[config.mk]
export PLATFORM = sky130hd
export DESIGN_NAME = l2_cache_control_flat
export DESIGN_NICKNAME = d
export VERILOG_FILES = /design/src/rtl/l2_cache_pkg.sv /design/src/rtl/l2_ctl_if.sv /design/src/rtl/l2_cache_control.sv /design/src/flat_wrapper.sv
export VERILOG_INCLUDE_DIRS = /design/src /design/src/rtl
export SDC_FILE = /design/constraint.sdc
export NUM_CORES = 1
export LEC_CHECK = 0
export BUFFER_PORTS_ARGS = -buffer_cell sky130_fd_sc_hd__buf_2
export CORE_ASPECT_RATIO = 1.4
export CORE_UTILIZATION = 34
export CTS_CLUSTER_SIZE = 25
export DETAILED_ROUTE_END_ITERATION = 8
export PLACE_DENSITY = 0.82
export SLEW_MARGIN = 0
export SYNTH_ARGS = -nofsm -noshare
export SYNTH_HDL_FRONTEND = slang
export SYNTH_SLANG_ARGS = --single-unit
[constraint.sdc]
create_clock -name clk -period 2.15 [get_ports clk]
set_input_delay 0.43 -clock clk [delete_from_list [all_inputs] [get_ports clk]]
set_output_delay 0.43 -clock clk [all_outputs]
set_load 0.01 [all_outputs]
[src/rtl/l2_cache_macros.svh]
`ifndef L2_CACHE_MACROS_SVH
`define L2_CACHE_MACROS_SVH

// address split is tag | index | offset, 9 + 3 + 4 bits
`define L2_ADDR_BITS   16
`define L2_OFFSET_BITS 4
`define L2_INDEX_BITS  3
`define L2_TAG_BITS    9

`define L2_LINE_BITS   128
`define L2_WAYS        8

`endif

[src/rtl/l2_cache_pkg.sv]
`default_nettype none

`include "l2_cache_macros.svh"

package l2_cache_pkg;

    typedef enum logic [1:0] {
        process_request,
        fetch_cline,
        write_back
    } l2_state_e;

    typedef logic [`L2_LINE_BITS-1:0] l2_line_t;
    typedef logic [`L2_TAG_BITS-1:0] l2_tag_t;
    typedef logic [$clog2(`L2_WAYS)-1:0] l2_way_idx_t;

    // bit 0 is the root, bits 1 and 2 the halves, bits 3 to 6 the leaf pairs
    typedef logic [`L2_WAYS-2:0] l2_lru_t;

    typedef struct packed {
        logic hit;
        logic valid;
        logic dirty;
    } l2_way_status_t;

    typedef l2_way_status_t [`L2_WAYS-1:0] l2_way_state_t;

    typedef struct packed {
        logic v_in;
        logic d_in;
        logic load_v;
        logic load_d;
        logic load_td; // loads tag and line together
    } l2_way_ctl_t;

    typedef struct packed {
        l2_way_ctl_t [`L2_WAYS-1:0] way;
        logic load_lru;
        logic wb_sel; // high while the victim line goes out to memory
    } l2_ctl_t;

endpackage

`default_nettype wire

[src/rtl/l2_ctl_if.sv]
`timescale 1ns/1ps
`default_nettype none

interface l2_ctl_if;
    import l2_cache_pkg::*;

    l2_way_state_t way_state; // per-way hit, valid and dirty of the addressed set
    l2_lru_t lru;             // tree bits of the addressed set
    l2_ctl_t ctl;
    l2_lru_t lru_next;
    l2_way_idx_t victim;

    modport control (
        input  way_state,
        input  lru,
        output ctl,
        output lru_next,
        output victim
    );

    modport datapath (
        input  ctl,
        input  lru_next,
        input  victim,
        output way_state,
        output lru
    );

endinterface

`default_nettype wire

[src/rtl/l2_cache_control.sv]
`timescale 1ns/1ps
`default_nettype none

`include "l2_cache_macros.svh"

module l2_cache_control (
    input  logic clk,
    input  logic reset,
    input  logic mem_read,
    input  logic mem_write,
    input  logic pmem_resp,
    output logic mem_resp,
    output logic pmem_read,
    output logic pmem_write,
    l2_ctl_if.control bus
);
    import l2_cache_pkg::*;

    l2_state_e state;
    l2_state_e next_state;

    logic req;
    logic hit;
    l2_way_idx_t hit_way;
    logic half_ptr;
    logic leaf_ptr;
    logic [1:0] pair;
    l2_way_idx_t victim;
    logic victim_dirty;

    assign req = mem_read ^ mem_write; // the L1 holds exactly one of them

    always_comb begin
        hit = 1'b0;
        hit_way = '0;
        for (int w = 0; w < `L2_WAYS; w++) begin
            if (bus.way_state[w].hit) begin
                hit = 1'b1;
                hit_way = l2_way_idx_t'(w);
            end
        end
    end

    // follow the pointers down from the root, 1 means the upper half
    always_comb begin
        half_ptr = bus.lru[0] ? bus.lru[2] : bus.lru[1];
        pair = {bus.lru[0], half_ptr};
        leaf_ptr = bus.lru[{1'b0, pair} + 3'd3];
        victim = {bus.lru[0], half_ptr, leaf_ptr};
    end

    assign victim_dirty = bus.way_state[victim].valid & bus.way_state[victim].dirty;
    assign bus.victim = victim;

    // every node on the accessed way's path turns to point away from it
    always_comb begin
        bus.lru_next = bus.lru;
        bus.lru_next[0] = ~hit_way[2];
        bus.lru_next[{2'b00, hit_way[2]} + 3'd1] = ~hit_way[1];
        bus.lru_next[{1'b0, hit_way[2:1]} + 3'd3] = ~hit_way[0];
    end

    always_comb begin
        bus.ctl = '0;
        mem_resp = 1'b0;
        pmem_read = 1'b0;
        pmem_write = 1'b0;
        next_state = state;

        case (state)
            process_request: begin
                if (req) begin
                    if (hit) begin
                        mem_resp = 1'b1; // same cycle, the arrays read asynchronously
                        bus.ctl.load_lru = 1'b1;
                        if (mem_write) begin
                            bus.ctl.way[hit_way].d_in = 1'b1;
                            bus.ctl.way[hit_way].load_d = 1'b1;
                            bus.ctl.way[hit_way].load_td = 1'b1;
                        end
                    end else if (victim_dirty) begin
                        next_state = write_back;
                    end else begin
                        next_state = fetch_cline;
                    end
                end
            end
            write_back: begin
                pmem_write = 1'b1;
                bus.ctl.wb_sel = 1'b1;
                if (pmem_resp) begin
                    next_state = fetch_cline;
                end
            end
            fetch_cline: begin
                pmem_read = 1'b1;
                if (pmem_resp) begin
                    bus.ctl.way[victim].v_in = 1'b1;
                    bus.ctl.way[victim].d_in = 1'b0;
                    bus.ctl.way[victim].load_v = 1'b1;
                    bus.ctl.way[victim].load_d = 1'b1;
                    bus.ctl.way[victim].load_td = 1'b1;
                    next_state = process_request; // the retry hits next cycle
                end
            end
            default: begin
                next_state = process_request;
            end
        endcase
    end

    always_ff @(posedge clk) begin
        if (reset) begin
            state <= process_request;
        end else begin
            state <= next_state;
        end
    end

endmodule

`default_nettype wire

[src/flat_wrapper.sv]
// flat-port wrapper written by rule: the top's interface ports become plain ports
module l2_cache_control_flat import l2_cache_pkg::*;
  (clk, reset, mem_read, mem_write, pmem_resp, mem_resp, pmem_read, pmem_write, bus_way_state, bus_lru, bus_ctl, bus_lru_next, bus_victim);
  l2_ctl_if bus_i ();
  input  logic clk;
  input  logic reset;
  input  logic mem_read;
  input  logic mem_write;
  input  logic pmem_resp;
  output logic mem_resp;
  output logic pmem_read;
  output logic pmem_write;
  input wire logic [$bits(bus_i.way_state)-1:0] bus_way_state;
  input wire logic [$bits(bus_i.lru)-1:0] bus_lru;
  output wire logic [$bits(bus_i.ctl)-1:0] bus_ctl;
  output wire logic [$bits(bus_i.lru_next)-1:0] bus_lru_next;
  output wire logic [$bits(bus_i.victim)-1:0] bus_victim;
  assign bus_i.way_state = bus_way_state;
  assign bus_i.lru = bus_lru;
  assign bus_ctl = bus_i.ctl;
  assign bus_lru_next = bus_i.lru_next;
  assign bus_victim = bus_i.victim;
  l2_cache_control u_core (.clk(clk), .reset(reset), .mem_read(mem_read), .mem_write(mem_write), .pmem_resp(pmem_resp), .mem_resp(mem_resp), .pmem_read(pmem_read), .pmem_write(pmem_write), .bus(bus_i));
endmodule
**After elaboration in Yosys (flattened, before gate mapping)**

Index checks and enable logic that the tools add are counted.

- Reduce and logical (&&, ||, !) cells: 6
- Bitwise logic cells: 5
- Multiplexer cells: 65
- Magnitude comparators: 9
- Eq/ne operators: 6
- Add/subtract/negate cells: 3

Operators by type and width:

| operator | number |
|---|---|
| 40-bit bitwise mux | 6 |
| 5-bit demux with 3-bit select | 8 |
| 41-bit 2-to-1 mux | 2 |
| 40-bit 2-to-1 mux | 2 |
| 40-bit case mux with 2 select lines | 1 |
| 1-bit 2-to-1 mux | 21 |
| 3-bit by 4-bit less-than comparator with 1-bit output, second input constant | 5 |
| 2-bit 2-to-1 mux | 10 |
| 3-bit 2-to-1 mux | 5 |
| 7-bit bitwise mux | 2 |
| 3-bit by 1-bit greater-or-equal comparator with 1-bit output, second input constant | 4 |
| 3-bit binary-select mux with 3-bit select | 1 |
| 4-bit 2-to-1 mux | 2 |
| 2-bit by 2-bit adder with 3-bit output, second input constant | 2 |
| 1-bit demux with 3-bit select | 2 |
| 2-bit != test, second input constant | 3 |
| 2-bit case mux with 3 select lines | 1 |
| 5-bit 2-to-1 mux | 1 |
| 1-bit logical AND | 4 |
| 4-bit AND reduction | 1 |
| 1-bit binary-select mux with 3-bit select | 1 |
| 1-bit inverter | 3 |
| 1-bit by 1-bit adder with 2-bit output, second input constant | 1 |
| 2-bit by 1-bit equality test with 1-bit output, second input constant | 1 |
| other kinds (5) | 5 |

- Bits of input ports: 36
- Output and inout port bits: 55
- Register bits after elaboration: 2
- Word-level logic and storage cells: 95

**Longest topological paths before layout**

Gate-level depths: netlist of the first run.

- Depth after elaboration: 17
- Gate-level depth with buffers: 8
- Mapped depth without buffers: 7

**Worst setup path after synthesis of the first run**

OpenSTA, ideal clock, no wires.

- Path type: input-to-output
- Start point: input bus_way_state[14]
- End point: output bus_ctl[23]
- Path buffers: 1
- Slack: 0.095 ns
- Arrival: 1.625 ns
- Stages on the path: 8
- Data required time: 1.720 ns
- Cells stage by stage: nor2_1 > nand2_4 > clkinv_2 > nand2_2 > and2_1 > and4b_1 > or2_1 > buf_4

- Word-level cells in the longest chain between the ends: 14

RTL lines:

| element | RTL line | text |
|---|---|---|
| start: declaration | flat_wrapper.sv:13 | `input wire logic [$bits(bus_i.way_state)-1:0] bus_way_state;` |
| 3-bit 2-to-1 mux (4 in series) | l2_cache_control.sv:37 | `if (bus.way_state[w].hit) begin` |
| 3-bit by 4-bit less-than comparator with 1-bit output (implied by the code) or 3-bit by 1-bit greater-or-equal comparator with 1-bit output (tied branches) | l2_cache_control.sv:78 | `bus.ctl.way[hit_way].load_d = 1'b1;` |
| 1-bit logical AND (implied by the code) | l2_cache_control.sv:78 |  |
| 2-bit 2-to-1 mux (implied by the code) | l2_cache_control.sv:78 |  |
| 5-bit demux with 3-bit select | n/a |  |
| 40-bit bitwise mux | l2_cache_control.sv:78 |  |
| 40-bit bitwise mux | l2_cache_control.sv:79 | `bus.ctl.way[hit_way].load_td = 1'b1;` |
| 40-bit 2-to-1 mux | l2_cache_control.sv:76 | `if (mem_write) begin` |
| 41-bit 2-to-1 mux (*) | l2_cache_control.sv:73 | `if (hit) begin` |
| 41-bit 2-to-1 mux (*) | l2_cache_control.sv:72 | `if (req) begin` |
| 40-bit case mux with 2 select lines (*) | l2_cache_control.sv:70 | `case (state)` |
| end: declaration | flat_wrapper.sv:15 | `output wire logic [$bits(bus_i.ctl)-1:0] bus_ctl;` |

Mark *: on every way between the ends. The rest lies on a longest branch, timed or not.

**Final worst setup path of the first run**

- Start point: input bus_way_state[14]
- End point: output bus_ctl[33]

Same word-level chain as after synthesis.

==> results of run 1 <==
==> cell families after synthesis <==
| group | after synthesis | synth area share |
|---|---|---|
| simple gates | 57 | 0.436 |
| buf+inv | 24 | 0.216 |
| compound gates | 22 | 0.207 |
| mux | 6 | 0.0795 |
| flops | 2 | 0.0509 |
| xor+xnor | 1 | 0.0111 |
==> per-layer routing <==
layer  GRT usage  wire length (um)
met2       0.372              1280
met4      0.0268                 0
met5           0                 0
met3      0.0307               171
met1       0.216               946
==> area by class of cell <==
class                   instances  share of cell area
multi-input cells              86               0.490
clock buffers                   3              0.0186
inverters                       3              0.0103
well taps                      22              0.0227
repair buffers                 97               0.426
flip-flops and latches          2              0.0331
==> worst paths after layout <==
path                     startpoint  slack, ps  cells after the start               to
hold / removal                reset        450                      2  u_core.state[1]
hold reg to reg     u_core.state[1]        590                      1  u_core.state[0]
setup / recovery  bus_way_state[14]         60                      9      bus_ctl[33]
setup reg to reg    u_core.state[1]        990                      3  u_core.state[0]
==> stage by stage <==
stage,hold slack (ps),cells,util
after floorplan,530,112,-
after global placement,576,209,0.529
after detailed placement,578,209,0.529
after CTS,432,212,0.540
after global routing,452,213,0.556
final,447,213,0.556
==> placed cells by master (no fill, tap or decap), types with 2 or more instances in the layout <==
cell,n
inv_1,2
buf_2,88
and3_1,4
or2_1,4
o21bai_1,4
nor2b_1,2
clkbuf_4,3
o211ai_1,3
buf_6,2
nand2b_1,2
mux2i_1,4
nand3_1,3
mux2_2,2
nor3_1,3
a21oi_1,6
nor2_1,14
nand2_1,10
buf_4,7
dfxtp_1,2
==> timing repair <==
| action | in CTS | in global routing |
|---|---|---|
| gates resized for setup | 0 | 7 |
| setup buffers | 0 | 1 |
| setup endpoints to repair | 0 | 8 |
==> critical path, stage by stage <==
cell and delay [ps]:
buf_2 110, nor2_1 180, nand2_4 90, clkinv_2 60, nand2_2 60, and2_4 170
and3b_1 170, or2_1 240, buf_2 140
==> report_power, final <==
| group | total (uW) | switching [uW] | internal (uW) |
|---|---|---|---|
| clock | 82.3 | 20.8 | 61.5 |
| combinational | 157 | 81.9 | 75.0 |
| sequential | 37.5 | 0.0468 | 37.4 |
==> metrics.md, run 1 <==
| Metric | Value |
|---|---|
| #FFs+latches synth | 2 |
| Total power | roughly 280 uW |
| Min Tclk post-route | between 2000 and 2500 ps |
| Root Driver | clkbuf_4 |
| Dpl cell area | between 1000 and 1500 um^2 |
| Crit-path max FO | 4 |
| Slew margin rel. | 0.771 |
| Final net count | ~230 |
| Diode count | 0 |
| Max FFs per register | 2 |
| Clock Latency Late Sink | between 200 and 250 ps |
| Site Rows | 20 |
| Yosys top cell area share | 0.200 |
| DR DRC count | 0 |
| CTS max path bufs | 2 |
| Area of the multi-input gates | between 500 and 600 um^2 |
| Regs by FF count | u_core.state: 2 flops |
| Pre-antenna DRT Iters | 4 |
| Crit start category | primary input |
| Synth Flop Type | dfxtp_1 |
| P per Cell Area | between 200 and 250 nW/um^2 |
| Syn_area_per_cell | roughly 7.0 um^2 |
| Most numerous cell in the Yosys netlist | buf_4 |
| Hold Buf Count CTS | 0 |
| Number of DRC markers in iteration 0 | 14 |
| Distinct cells, synth | 39 |
| Initial antenna violation count | 0 |
| Biggest register | u_core.state |
| Number of synthesized flops with an enable pin | 0 |
| Routed vias/inst | between 5 and 6 |
| Total grt overflow | 0 |
| Vias | between 1,000 and 1,500 |
| HPWL after DPL | between 2 and 2.5 mm |
| Clock transition at the registers of the reported paths | around 30 ps |
| Top post-synthesis cells by count | 21 x buf_4, 14 x nor2_1, 10 x nand2_1 |
| Worst setup EP type | primary output |
| WL per Instance | approximately 11 um |
| Synthesized instance count | 112 |
| Clock skew | 1.23 ps |
| Post-synth top area cell | buf_4 |
| Synthesized area | about 790 um^2 |
| Sequential share of the synthesized area | 0.0509 |
| Fmax | 0.478 GHz |
| Final instance area | around 1200 um^2 |
| # Max-Cap Violations | 0 |
| Final Hold Violating Endpoints | 0 |
| Synthesis-to-layout area growth | 53.9% |
| Asr flop ratio synth | 0 |
| Initial Utilization | 0.361 |
| Worst vdd ir | approximately 0.11 mV |
| Routed Antenna Nets | 0 |
| Largest net degree at the start of global routing | 9 |
| Global Route Usage Sum | 0.191 |
| Detailed Route WL | 2.40 mm |
| Slew Viols, Final | 0 |
| Clock sinks | 2 |
| Layout cells sized above 1 | 0.597 |
| Routability congestion estimate | between 0.7 and 0.8 |
| Die width | 42.7 um |
| Outcome | finished clean |
| Max H-tree Level | 1 |
| Area contributors post-synth | buf_4 20%, nor2_1 6.7%, dfxtp_1 5.1% |
| First-pass GRT wire length | 3.81 mm |
| Leak | between 0.0007 and 0.0008 uW |
| Setup TNS | 0 ps |
| Vias in the first global route | between 900 and 1,000 |
| Post-route setup slack | roughly 60 ps |
| CTS tree | done |
| Worst EP required | between 1500 and 2000 ps |
| Filler cells | about 240 |
| RSZ-0062 raised after global routing | true |
| Die span in y | ~60 um |
| Core box area | roughly 2200 um^2 |
| Tightest Pin Transition | approximately 330 ps |
| Final setup viols | 0 |
| Hold Crit Class | primary input to flip-flop |
| # port buffers | 90 |
| Number of CTS-inserted buffers | 3 |
| Syn Nets | around 150 |
| Total area of sequential cells | 40.0 um^2 |
| Io pins | roughly 90 |
| Final period utilization | 0.972 |
| Pre-CTS setup slack | 30.4 ps |
| Worst Path Arrival | 1660 ps |
| Yosys warns | 0 |
| Die area | about 2500 um^2 |
| WS Path Type | primary input to primary output |
(Power assumes the default switching activity.)
==> inputs of run 2 (changes only) <==
Settings changed: PLACE_DENSITY 0.82 to 0.84, SETUP_SLACK_MARGIN from default to 0.5.
==> run 2 against run 1 <==
Flip-flop and latch count unchanged. Utilization is 28 points higher. Die area unchanged. Clock-buffer cell count unchanged.
==> metrics.md, run 2 (synthesis gave the netlist of run 1 again) <==
| Metric | Value |
|---|---|
| WL per Instance | ~16 um |
| Vias | ~1,200 |
| Total grt overflow | 0 |
| Final non-filler cell total | 229 |
| HP Start | reset |
| Die width | 42.7 um |
| CTS max path bufs | 2 |
| Core box area | 2180 um^2 |
| Slowest-stage cell, CP | dfxtp_4 |
| Pre-antenna DRT Iters | 4 |
| Slew margin rel. | 0.665 |
| First-pass GRT wire length | 5.24 mm |
| R2R cell count | 6 |
| Largest net degree at the start of global routing | 9 |
| Global Route Usage Sum | 0.275 |
| Most frequent cells in the layout | 62 x buf_2, 33 x buf_6, 14 x buf_4 |
| Leak | slightly below 0.001 uW |
| CP delay by family, top | simple AND/OR/NAND/NOR gates |
| Max FFs per register | 2 |
| Number of DRC markers in iteration 0 | 18 |
| Synthesis-to-layout area growth | 131% |
| Final period utilization | 0.992 |
| Clock transition at the registers of the reported paths | ~30 ps |
| Crit-path max FO | 5 |
| Min Tclk post-route | ~2100 ps |
| Die span in y | 58.9 um |
| Slowest cell delay on critical path | roughly 350 ps |
| Final setup viols | 0 |
| Total power | between 300 and 400 uW |
| CTS tree | done |
| Worst Path Arrival | 1700 ps |
| # port buffers | 90 |
| Clock sinks | 2 |
| Vias in the first global route | 1,237 |
| # Max-Cap Violations | 0 |
| Final instance area | 1820 um^2 |
| Total area of sequential cells | roughly 48 um^2 |
| Initial Utilization | 0.361 |
| Clock network fraction of design power | 0.255 |
| RSZ-0062 raised after global routing | true |
| Worst hold path endpoint | u_core.state[1] |
| Clock Latency Late Sink | about 240 ps |
| Layout cells sized above 1 | 0.802 |
| Routed vias/inst | around 5.3 |
| Reg2reg setup slack | 610 ps |
| Worst vdd ir | around 0.24 mV |
| Dpl cell area | approximately 1300 um^2 |
| Io pins | 91 |
| Slew Viols, Final | 0 |
| Area of the multi-input gates | about 850 um^2 |
| # placed instances | 209 |
| Hold Path Stages | 2 |
| Worst EP required | 1720 ps |
| Crit start category | flip-flop |
| Detailed Route WL | between 3 and 4 mm |
| Site Rows | 20 |
| Final net count | 245 |
| Initial antenna violation count | 0 |
| Max H-tree Level | 1 |
| Hold Crit Class | primary input to flip-flop |
| Reg-to-Reg End | u_core.state[0] |
| Root Driver | clkbuf_4 |
| Final Hold Violating Endpoints | 0 |
| Outcome | finished clean |
| Flop pwr share | 0.096 |
| Number of CTS-inserted buffers | 3 |
| Regs by FF count | u_core.state: 2 flops |
| WS Path Type | flip-flop to primary output |
| Clock skew | roughly 3.1 ps |
| Diode count | 0 |
| HPWL after DPL | between 2 and 2.5 mm |
| Biggest register | u_core.state |
| CP Buf/Inv Count | 2 |
| DR DRC count | 0 |
| Combinational fraction of design power | 0.649 |
| Tightest Pin Transition | ~500 ps |
| Pint | 217 uW |
| Setup TNS | 0 ps |
| P per Cell Area | about 200 nW/um^2 |
| Worst-path cell chain | nor4b_4, buf_4, and2_4, and4b_1, or2_4, buf_6 |
| Filler cells | 126 |
| Routability congestion estimate | 0.815 |
| Commonest non-fill, non-tap cell in the layout | buf_2 |
| Hold Buf Count CTS | 0 |
| Worst flop-to-flop path startpoint | u_core.state[0] |
| Die area | ~2500 um^2 |
| Routed Antenna Nets | 0 |
| Sw Ratio | 0.406 |
| Worst setup EP type | primary output |
| Fmax | about 0.47 GHz |
| Switching power | roughly 150 uW |
-- run 2: cell types whose count changed in the layout (fill, tap and decap cells not counted), moves of 4 or more --
cell      previous run  this run
nor3_4               0         4
o21bai_1             4         0
buf_2               88        62
nand2_1             10         6
nor2_1              14         7
buf_4                7        14
nor2_4               1         5
buf_6                2        33
-- run 2: area by class of cell --
type | count | area share
tap | 22 | 0.0152
clock buffer | 3 | 0.0124
inverter | 3 | 0.00758
sequential | 2 | 0.0262
timing repair buffer | 113 | 0.469
multi-input combinational | 86 | 0.470
-- run 2: worst max-delay path by stage --
stage | start | endpoint | slack [ps] | cells past startpoint
final | u_core.state[0] | bus_ctl[23] | 20 | 6
after floorplan | bus_way_state[2] | bus_ctl[23] | 120 | 6
after global placement | bus_way_state[8] | bus_ctl[23] | 60 | 7
after CTS | bus_way_state[8] | bus_ctl[33] | 110 | 7
after global routing | u_core.state[0] | bus_ctl[22] | -50 | 6
after detailed placement | bus_way_state[2] | bus_ctl[23] | 20 | 7
-- run 2: power groups by stage --
stage	Sequential (uW)	Clock, uW	Combinational, uW
2_1_floorplan	37.9	0	90.9
6_report	35.0	93.2	237
5_1_grt	35.0	96.7	253
3_5_place_dp	37.9	0	168
3_3_place_gp	37.9	0	166
4_1_cts	36.2	93.3	214
-- run 2: routing by layer --
metal / track usage / part of all wire / wire [um]
met1: 0.235 / 0.30 / 1120
met2: 0.569 / 0.60 / 2250
met3: 0.0337 / 0.051 / 189
met4: 0.165 / 0.046 / 172
met5: 0 / 0 / 0
-- run 2: repair_timing --
| action | in CTS | in global routing |
|---|---|---|
| endpoints found under the setup margin | 46 | 46 |
| pin swaps | 15 | 15 |
| setup buffers | 12 | 5 |
| hold endpoints to repair | 0 | 0 |
| gates resized for setup | 49 | 29 |
-- run 2: through the flow --
step | worst slack (ps) | hold WS (ps) | utilization
after floorplan | 116 | 513 | -
after global placement | 55.5 | 543 | 0.588
after detailed placement | 20.6 | 533 | 0.588
after CTS | 109 | 426 | 0.762
after global routing | -47.0 | 435 | 0.834
final | 18.0 | 425 | 0.834
